File: config.mk
export PLATFORM = sky130hd
export DESIGN_NAME = decode
export DESIGN_NICKNAME = d
export VERILOG_FILES = /design/src/hdl/rv32i_types.sv /design/src/hdl/decode.sv /design/src/hdl/regfile.sv /design/src/hdl/control_rom.sv /design/src/hdl/ir.sv
export SDC_FILE = /design/constraint.sdc
export NUM_CORES = 2
export LEC_CHECK = 0
export BUFFER_PORTS_ARGS = -buffer_cell sky130_fd_sc_hd__buf_2
export CAP_MARGIN = 20
export CORE_MARGIN = 2
export CORE_UTILIZATION = 34
export CTS_CLUSTER_DIAMETER = 150
export DETAILED_ROUTE_END_ITERATION = 8
export GPL_ROUTABILITY_DRIVEN = 1
export PLACE_DENSITY_LB_ADDON = 0.05
export SLEW_MARGIN = 25
export SYNTH_ARGS = -nofsm -noshare
export SYNTH_HDL_FRONTEND = slang
export SYNTH_SLANG_ARGS = --single-unit
export TNS_END_PERCENT = 1
File: constraint.sdc
create_clock -name clk -period 1.86 [get_ports clk]
set_input_delay 0.279 -clock clk [delete_from_list [all_inputs] [get_ports clk]]
set_output_delay 0.279 -clock clk [all_outputs]
set_load 0.01 [all_outputs]
File: src/hdl/rv32i_types.sv
package rv32i_types;

    localparam int num_regs = 32;                   // x0..x31

    typedef logic [31:0] rv32i_word;                // data or instruction word
    typedef logic [4:0]  rv32i_reg;                 // register index

    // base opcodes, bits [6:0] of the instruction
    typedef enum logic [6:0] {
        op_lui   = 7'b0110111,
        op_auipc = 7'b0010111,
        op_jal   = 7'b1101111,
        op_jalr  = 7'b1100111,
        op_br    = 7'b1100011,
        op_load  = 7'b0000011,
        op_store = 7'b0100011,
        op_imm   = 7'b0010011,
        op_reg   = 7'b0110011,
        op_csr   = 7'b1110011                       // decoded but not executed
    } rv32i_opcode;

    // encoding lines up with arith funct3 except sra/sub
    typedef enum logic [2:0] {
        alu_add = 3'b000,
        alu_sll = 3'b001,
        alu_sra = 3'b010,
        alu_sub = 3'b011,
        alu_xor = 3'b100,
        alu_srl = 3'b101,
        alu_or  = 3'b110,
        alu_and = 3'b111
    } alu_ops;

    typedef enum logic [2:0] {
        beq  = 3'b000,
        bne  = 3'b001,
        blt  = 3'b100,
        bge  = 3'b101,
        bltu = 3'b110,
        bgeu = 3'b111
    } branch_funct3;

    typedef enum logic [2:0] {
        f3_add  = 3'b000,                           // also sub via funct7
        f3_sll  = 3'b001,
        f3_slt  = 3'b010,
        f3_sltu = 3'b011,
        f3_xor  = 3'b100,
        f3_sr   = 3'b101,                           // srl / sra via funct7
        f3_or   = 3'b110,
        f3_and  = 3'b111
    } arith_funct3;

    typedef enum logic [2:0] {
        f3_lb  = 3'b000,
        f3_lh  = 3'b001,
        f3_lw  = 3'b010,
        f3_lbu = 3'b100,
        f3_lhu = 3'b101
    } load_funct3;

    typedef enum logic [2:0] {
        f3_sb = 3'b000,
        f3_sh = 3'b001,
        f3_sw = 3'b010
    } store_funct3;

    typedef enum logic {
        alumux1_rs1 = 1'b0,
        alumux1_pc  = 1'b1
    } alumux1_sel_t;

    typedef enum logic [2:0] {
        alumux2_i_imm = 3'd0,
        alumux2_u_imm = 3'd1,
        alumux2_b_imm = 3'd2,
        alumux2_s_imm = 3'd3,
        alumux2_j_imm = 3'd4,
        alumux2_rs2   = 3'd5
    } alumux2_sel_t;

    typedef enum logic [3:0] {
        rf_alu_out  = 4'd0,
        rf_br_en    = 4'd1,                         // slt/sltu result
        rf_u_imm    = 4'd2,
        rf_lw       = 4'd3,
        rf_pc_plus4 = 4'd4,
        rf_lb       = 4'd5,
        rf_lbu      = 4'd6,
        rf_lh       = 4'd7,
        rf_lhu      = 4'd8
    } regfilemux_sel_t;

    typedef enum logic {
        cmpmux_rs2   = 1'b0,
        cmpmux_i_imm = 1'b1
    } cmpmux_sel_t;

    typedef struct packed {
        rv32i_opcode     opcode;
        alu_ops          aluop;
        branch_funct3    cmpop;
        alumux1_sel_t    alumux1_sel;
        alumux2_sel_t    alumux2_sel;
        regfilemux_sel_t regfilemux_sel;
        cmpmux_sel_t     cmpmux_sel;
        logic            load_regfile;
        logic            mem_read;
        logic            mem_write;
        logic [3:0]      mem_byte_enable;           // unshifted, low lanes
    } rv32i_control_word;

    typedef struct packed {
        rv32i_word         pc;
        rv32i_word         i_imm;
        rv32i_word         s_imm;
        rv32i_word         b_imm;
        rv32i_word         u_imm;
        rv32i_word         j_imm;
        rv32i_word         rs1;                     // register values, not indexes
        rv32i_word         rs2;
        rv32i_reg          rd;
        logic [2:0]        funct3;
        rv32i_control_word ctrl;
        logic              valid;
    } stage_regs;

endpackage : rv32i_types
File: src/hdl/decode.sv
`timescale 1ns/100ps

module decode (
    input  logic                   clk,
    input  logic                   rst_n,
    input  rv32i_types::rv32i_word rdata_a,     // instruction word from fetch
    input  rv32i_types::rv32i_word pc,          // pc of that instruction
    input  logic                   resp_a,      // imem response
    input  logic                   resp_b,      // dmem response
    input  rv32i_types::rv32i_word cache_out,   // writeback data
    input  logic                   ld_regfile,  // writeback enable
    input  rv32i_types::rv32i_reg  rd,          // writeback destination
    output rv32i_types::stage_regs regs_out     // to execute
);

    logic                           load_all;
    rv32i_types::rv32i_word         i_imm;
    rv32i_types::rv32i_word         s_imm;
    rv32i_types::rv32i_word         b_imm;
    rv32i_types::rv32i_word         u_imm;
    rv32i_types::rv32i_word         j_imm;
    rv32i_types::rv32i_reg          reg_rd;      // rd of the decoded instruction
    rv32i_types::rv32i_reg          src_a;
    rv32i_types::rv32i_reg          src_b;
    rv32i_types::rv32i_word         reg_a;
    rv32i_types::rv32i_word         reg_b;
    rv32i_types::rv32i_control_word ctrl;
    rv32i_types::rv32i_opcode       ir_op;
    logic [2:0]                     funct3;
    logic [6:0]                     funct7;
    rv32i_types::stage_regs         stage;       // next value of the stage register

    assign load_all = resp_a | resp_b;           // either strobe advances the stage

    ir u_ir (
        .in     (rdata_a),
        .funct3 (funct3),                        // to rom and stage
        .funct7 (funct7),                        // rom only
        .opcode (ir_op),
        .i_imm  (i_imm),
        .s_imm  (s_imm),
        .b_imm  (b_imm),
        .u_imm  (u_imm),
        .j_imm  (j_imm),
        .rs1    (src_a),                         // regfile read ports
        .rs2    (src_b),
        .rd     (reg_rd)
    );

    control_rom u_rom (
        .opcode (ir_op),
        .funct3 (funct3),
        .funct7 (funct7),
        .ctrl   (ctrl)
    );

    regfile u_regfile (
        .clk   (clk),
        .rst_n (rst_n),
        .load  (ld_regfile),                     // driven from writeback
        .in    (cache_out),
        .src_a (src_a),
        .src_b (src_b),
        .dest  (rd),                             // writeback rd, not ours
        .reg_a (reg_a),
        .reg_b (reg_b)
    );

    always_comb begin
        stage        = '0;
        stage.pc     = pc;
        stage.i_imm  = i_imm;
        stage.s_imm  = s_imm;
        stage.b_imm  = b_imm;
        stage.u_imm  = u_imm;
        stage.j_imm  = j_imm;
        stage.rs1    = reg_a;                    // operand values
        stage.rs2    = reg_b;
        stage.rd     = reg_rd;
        stage.funct3 = funct3;
        stage.ctrl   = ctrl;
        stage.valid  = 1'b1;                     // anything captured is live
    end

    // stage register, holds while both strobes are low
    always_ff @(posedge clk or negedge rst_n) begin
        if (!rst_n) begin
            regs_out <= '0;                      // valid and enables inactive
        end else if (load_all) begin
            regs_out <= stage;
        end
    end

endmodule : decode

File: src/hdl/regfile.sv
`timescale 1ns/100ps

module regfile (
    input  logic                   clk,
    input  logic                   rst_n,
    input  logic                   load,        // writeback strobe
    input  rv32i_types::rv32i_word in,          // writeback data
    input  rv32i_types::rv32i_reg  src_a,
    input  rv32i_types::rv32i_reg  src_b,
    input  rv32i_types::rv32i_reg  dest,
    output rv32i_types::rv32i_word reg_a,
    output rv32i_types::rv32i_word reg_b
);

    rv32i_types::rv32i_word data [rv32i_types::num_regs];

    // x0 never written, so it stays at its reset zero
    always_ff @(posedge clk or negedge rst_n) begin
        if (!rst_n) begin
            for (int k = 0; k < rv32i_types::num_regs; k++) begin
                data[k] <= '0;                  // whole file cleared
            end
        end else if (load && (dest != '0)) begin
            data[dest] <= in;
        end
    end

    // plain lookup, same-cycle write shows up next cycle
    assign reg_a = data[src_a];
    assign reg_b = data[src_b];

endmodule : regfile

File: src/hdl/control_rom.sv
`timescale 1ns/100ps

module control_rom (
    input  rv32i_types::rv32i_opcode        opcode,
    input  logic [2:0]                      funct3,
    input  logic [6:0]                      funct7,
    output rv32i_types::rv32i_control_word  ctrl
);

    always_comb begin
        ctrl        = '0;                               // nothing enabled by default
        ctrl.opcode = opcode;                           // passed along to execute

        case (opcode)
            rv32i_types::op_lui: begin
                ctrl.load_regfile   = 1'b1;
                ctrl.regfilemux_sel = rv32i_types::rf_u_imm;
            end

            rv32i_types::op_auipc: begin
                ctrl.aluop          = rv32i_types::alu_add;
                ctrl.alumux1_sel    = rv32i_types::alumux1_pc;
                ctrl.alumux2_sel    = rv32i_types::alumux2_u_imm;
                ctrl.load_regfile   = 1'b1;
                ctrl.regfilemux_sel = rv32i_types::rf_alu_out;
            end

            rv32i_types::op_jal: begin
                ctrl.aluop          = rv32i_types::alu_add;    // target = pc + j
                ctrl.alumux1_sel    = rv32i_types::alumux1_pc;
                ctrl.alumux2_sel    = rv32i_types::alumux2_j_imm;
                ctrl.load_regfile   = 1'b1;
                ctrl.regfilemux_sel = rv32i_types::rf_pc_plus4;  // link
            end

            rv32i_types::op_jalr: begin
                ctrl.aluop          = rv32i_types::alu_add;    // target = rs1 + i
                ctrl.alumux1_sel    = rv32i_types::alumux1_rs1;
                ctrl.alumux2_sel    = rv32i_types::alumux2_i_imm;
                ctrl.load_regfile   = 1'b1;
                ctrl.regfilemux_sel = rv32i_types::rf_pc_plus4;
            end

            rv32i_types::op_br: begin
                ctrl.aluop       = rv32i_types::alu_add;       // target = pc + b
                ctrl.alumux1_sel = rv32i_types::alumux1_pc;
                ctrl.alumux2_sel = rv32i_types::alumux2_b_imm;
                ctrl.cmpop       = rv32i_types::branch_funct3'(funct3);
                ctrl.cmpmux_sel  = rv32i_types::cmpmux_rs2;
            end

            rv32i_types::op_load: begin
                ctrl.aluop        = rv32i_types::alu_add;      // address = rs1 + i
                ctrl.alumux2_sel  = rv32i_types::alumux2_i_imm;
                ctrl.mem_read     = 1'b1;
                ctrl.load_regfile = 1'b1;
                case (rv32i_types::load_funct3'(funct3))
                    rv32i_types::f3_lb: begin
                        ctrl.regfilemux_sel  = rv32i_types::rf_lb;
                        ctrl.mem_byte_enable = 4'b0001;
                    end
                    rv32i_types::f3_lbu: begin
                        ctrl.regfilemux_sel  = rv32i_types::rf_lbu;
                        ctrl.mem_byte_enable = 4'b0001;
                    end
                    rv32i_types::f3_lh: begin
                        ctrl.regfilemux_sel  = rv32i_types::rf_lh;
                        ctrl.mem_byte_enable = 4'b0011;
                    end
                    rv32i_types::f3_lhu: begin
                        ctrl.regfilemux_sel  = rv32i_types::rf_lhu;
                        ctrl.mem_byte_enable = 4'b0011;
                    end
                    default: begin                              // lw and reserved codes
                        ctrl.regfilemux_sel  = rv32i_types::rf_lw;
                        ctrl.mem_byte_enable = 4'b1111;
                    end
                endcase
            end

            rv32i_types::op_store: begin
                ctrl.aluop       = rv32i_types::alu_add;       // address = rs1 + s
                ctrl.alumux2_sel = rv32i_types::alumux2_s_imm;
                ctrl.mem_write   = 1'b1;
                case (rv32i_types::store_funct3'(funct3))
                    rv32i_types::f3_sb: ctrl.mem_byte_enable = 4'b0001;
                    rv32i_types::f3_sh: ctrl.mem_byte_enable = 4'b0011;
                    default:            ctrl.mem_byte_enable = 4'b1111;
                endcase
            end

            rv32i_types::op_imm, rv32i_types::op_reg: begin
                ctrl.load_regfile   = 1'b1;
                ctrl.regfilemux_sel = rv32i_types::rf_alu_out;
                ctrl.alumux2_sel    = (opcode == rv32i_types::op_reg) ?
                                      rv32i_types::alumux2_rs2 :
                                      rv32i_types::alumux2_i_imm;
                ctrl.cmpmux_sel     = (opcode == rv32i_types::op_reg) ?
                                      rv32i_types::cmpmux_rs2 :
                                      rv32i_types::cmpmux_i_imm;
                case (rv32i_types::arith_funct3'(funct3))
                    rv32i_types::f3_add: begin
                        // sub only exists in the register form
                        ctrl.aluop = (opcode == rv32i_types::op_reg && funct7[5]) ?
                                     rv32i_types::alu_sub : rv32i_types::alu_add;
                    end
                    rv32i_types::f3_sr: begin
                        ctrl.aluop = funct7[5] ? rv32i_types::alu_sra :
                                                 rv32i_types::alu_srl;
                    end
                    rv32i_types::f3_slt: begin
                        ctrl.cmpop          = rv32i_types::blt;  // compare path
                        ctrl.regfilemux_sel = rv32i_types::rf_br_en;
                    end
                    rv32i_types::f3_sltu: begin
                        ctrl.cmpop          = rv32i_types::bltu;
                        ctrl.regfilemux_sel = rv32i_types::rf_br_en;
                    end
                    default: ctrl.aluop = rv32i_types::alu_ops'(funct3);  // same encoding
                endcase
            end

            default: ;                                  // csr and unknown: no enables
        endcase
    end

endmodule : control_rom

File: src/hdl/ir.sv
`timescale 1ns/100ps

module ir (
    input  rv32i_types::rv32i_word   in,        // raw instruction from fetch
    output logic [2:0]               funct3,
    output logic [6:0]               funct7,
    output rv32i_types::rv32i_opcode opcode,
    output rv32i_types::rv32i_word   i_imm,
    output rv32i_types::rv32i_word   s_imm,
    output rv32i_types::rv32i_word   b_imm,
    output rv32i_types::rv32i_word   u_imm,
    output rv32i_types::rv32i_word   j_imm,
    output rv32i_types::rv32i_reg    rs1,
    output rv32i_types::rv32i_reg    rs2,
    output rv32i_types::rv32i_reg    rd
);

    // fixed field positions
    assign opcode = rv32i_types::rv32i_opcode'(in[6:0]);   // unknown codes pass as-is
    assign rd     = in[11:7];
    assign funct3 = in[14:12];
    assign rs1    = in[19:15];
    assign rs2    = in[24:20];
    assign funct7 = in[31:25];

    // I type, imm[11:0] in [31:20]
    assign i_imm = {{21{in[31]}}, in[30:20]};

    // S type, split around rd slot
    assign s_imm = {{21{in[31]}}, in[30:25], in[11:7]};

    // B type, bit 11 sits at in[7], lsb implied zero
    assign b_imm = {
        {20{in[31]}},                           // sign
        in[7],                                  // imm[11]
        in[30:25],                              // imm[10:5]
        in[11:8],                               // imm[4:1]
        1'b0
    };

    // U type, upper 20 bits
    assign u_imm = {in[31:12], 12'h000};

    // J type, the odd one
    assign j_imm = {
        {12{in[31]}},                           // sign
        in[19:12],                              // imm[19:12]
        in[20],                                 // imm[11]
        in[30:21],                              // imm[10:1]
        1'b0
    };

endmodule : ir

==> out/summary.txt <==
Outcome = finished with violations
Violated checks = setup timing
Post-route DRC = 0
Overall power = 0.07815 W
First-pass GRT wire length = 326400 µm
Synthesized area = 61270 µm²
Antenna violations before repair = 16
Hold Crit Start = rdata_a[16]
Area added between synthesis and finish = 22.71%
CTS buffer count = 146
Startpoint types = input port
Top cell type's share of synthesized area = 47.95%
FFs w/ async S/R, synth = 100.0%
CTS tree = built
Clk_skew = 16.40 ps
Slowest cell on the critical path = a2111oi_0
Clk_lat worst skew = 790 ps
Worst path depth = 8
Reg2Reg Launch Point = u_regfile.data[903]
RSZ-0062 raised after global routing = yes
WP buf/inv = 4
CP endpoint kind = register
Worst VDD drop = 802.8 µV
Ys Warns = 0
Final min period = 1895 ps
Share of layout cells above drive strength 1 = 52.41%
Syn Inst Count = 4381
Sink Count = 1174
CP Class = in2reg
Register bit total from synthesis = 1174
Final period util = 101.9%
Hold endpoint = regs_out[118]
Largest fanout on the critical path = 5
Syn avg cell area = 13.99 µm²
P per Cell Area = 1039 nW/µm²
Required time worst endpoint = 2590 ps
Critical path cell sequence = dlygate4sd3_1, buf_2, o21ba_4, nand2b_1, buf_4, a2111oi_0, buf_4, a2111o_1
FF-to-FF path depth = 5
Initial DRC Count = 3096
Number of flops mapped to enable cells by yosys = 0
CP dominant cell by count = buf_4
Crit path DAT = 2620 ps
Synth area leader = dfrtp_1
Final hold slack = 59.56 ps
Pre-antenna DRT Iters = 7
Max-cap violation count = 0
Lkg Pwr = 33.60 nW
Worst R2R End = regs_out[77]
Largest net degree at the start of global routing = 97
Grt ovf = 0
Average wire per standard cell = 30.79 µm
Reg clk slew, reported paths = 60 ps
Post-DP HPWL = 155400 µm
Primary FF master, synth = dfrtp_1
Post-synthesis sequential area ratio = 47.95%
Post-Route WL = 226500 µm
CTS Root Cell = clkbuf_16
Number of core rows = 155
Hold Crit Class = in2reg
# port buffers = 385
Worst-Margin Slew = 896.7 ps
Synth area leaders = dfrtp_1 (48%), mux2_2 (19%), mux4_2 (15%), mux2i_1 (3.9%), buf_4 (1.9%)
Gpl congestion = 0.7989
Slew Limit Fails = 0
# H-tree levels = 4
Final Setup Violations = 1
Postcts setup bufs = 0
Unique masters post-synth = 60
Setup slack after layout = -35.12 ps
Die height = 428.5 µm
Avg Vias per Cell = 5.609
Slew HR = 38.67%
Vias = 41.27k
Clock Tree Buf Depth = 3
CP delay by family, top = compound AO/OA/AOI/OAI gates
Post-layout net count = 4995
Vias in the first global route = 42.67k
Core Area = 178800 µm²
Die area = 183600 µm²
Routed Antenna Nets = 0
Chip width = 428.5 µm
Max incr delay on CP = 710 ps
Final Hold Viols = 0
I/O pin count = 400
GRT Resource Usage Total = 24.57%
Initial Utilization = 34.27%
Setup slack, reg-to-reg = 10 ps
Hold Crit Depth = 4
Fmax = 0.5277 GHz
-- worst max path at each step --
stage	start	end	slack (ps)
after global placement	rdata_a[15]	regs_out[87]	-570
after floorplan	rdata_a[20]	regs_out[57]	-170
after global routing	regs_out[122]	regs_out[214]	-90
final	resp_a	regs_out[77]	-40
after CTS	regs_out[122]	regs_out[216]	-70
after detailed placement	rdata_a[15]	regs_out[87]	-570
-- flip-flops by register name, summed over array words and instances, names as in the netlist --
signal,flops
regs_out,150
u_regfile.data,1024
-- logic make-up (layout without fill, tap and decap cells) --
kind of cell | Yosys count | in the layout | synth area share [%]
flip-flops | 1174 | 1174 | 47.95
AND/OR/NAND/NOR | 544 | 544 | 4.637
other | 1 | 17 | 0.006120
XOR/XNOR | 1 | 1 | 0.01430
AO/OA/AOI/OAI | 360 | 360 | 4.441
multiplexers | 1685 | 1685 | 37.87
buffers and inverters | 616 | 1221 | 5.085
-- cells in the mapped netlist (22+ instances only) --
| library cell | number |
|---|---|
| a22oi_1 | 140 |
| mux4_2 | 402 |
| nand4_1 | 34 |
| clkbuf_1 | 269 |
| nor2_1 | 55 |
| nor2b_1 | 23 |
| a22o_1 | 48 |
| nand4b_1 | 50 |
| a311oi_1 | 22 |
| buf_1 | 55 |
| mux2_2 | 1029 |
| o21ai_1 | 22 |
| dfrtp_1 | 1174 |
| a31oi_1 | 23 |
| nand2_1 | 289 |
| o2111ai_1 | 32 |
| buf_4 | 155 |
| mux2i_1 | 238 |
| buf_2 | 127 |
-- layer usage --
| layer | track usage [%] | wire [µm] |
|---|---|---|
| met3 | 3.896 | 9999 |
| met2 | 39.72 | 107000 |
| met4 | 6.604 | 5990 |
| met1 | 34.30 | 103400 |
| met5 | 0 | 69 |
-- final cells by class --
class / count / area [µm²]
antenna: 3 / 7.507
clock buffer: 223 / 4428
multi-input combinational: 2604 / 29190
clock inverter: 35 / 425.4
tap: 2355 / 2947
timing repair buffer: 959 / 8788
inverter: 4 / 15.01
fill: 16510 / 103600
sequential: 1174 / 29390
-- cell usage in the layout, fill, tap and decap left out, types with 12 or more instances in the layout --
cell type,synthesis,final
clkbuf_8,0,42
mux2i_1,238,238
mux2_1,16,16
buf_4,155,329
buf_2,127,377
a22o_1,48,48
nand4bb_1,16,15
buf_12,2,187
a21oi_1,13,13
a22oi_1,140,140
nor2_4,0,15
clkbuf_16,0,150
mux2_2,1029,1029
o2111ai_1,32,32
a311oi_1,22,20
dfrtp_1,1174,1167
nand4_1,34,34
clkinv_2,0,16
dlygate4sd3_1,0,60
nand4b_1,50,50
o21ai_0,14,14
and4_1,19,19
nand3_1,13,12
clkbuf_1,269,33
nand2_1,289,278
nor2_1,55,39
conb_1,1,14
o21ai_1,22,22
nor2b_1,23,14
mux4_2,402,402
a31oi_1,23,23
-- metrics by stage --
| step | utilization [%] | area [µm²] | TNS [ps] | instances | setup slack, ps |
|---|---|---|---|---|---|
| finish | 42.05 | 75190 | -35.12 | 7357 | -35.12 |
| floorplan | - | 61330 | -7719 | 4394 | -174.2 |
| global placement | 38.94 | 69640 | -55860 | 7035 | -567.2 |
| CTS | 42.02 | 75140 | -4856 | 7354 | -68.87 |
| global route | 42.05 | 75190 | -6028 | 7356 | -89.24 |
| detailed placement | 38.96 | 69660 | -49010 | 7036 | -568.1 |
-- what timing repair did --
item,in CTS,in global routing
hold buffers,60,0
resized for setup,10,5
hold endpoints to repair,1171,0
endpoints found under the setup margin,82,77
-- worst register-to-register path, stage by stage, from the launching register on --
cell,delay [ps]
dfrtp_1,390
mux2i_1,100
a22o_1,220
a2111oi_0,770
buf_4,230
a2111o_1,80
-- report_power, final --
part,leakage (nW),internal (W),switching [W],total [W]
Clock,2.40,0.0174,0.0117,0.0290
Combinational,16.2,0.00891,0.00634,0.0152
Sequential,15.0,0.0302,0.00364,0.0339
Note: power is estimated with default switching activity, not from simulation.
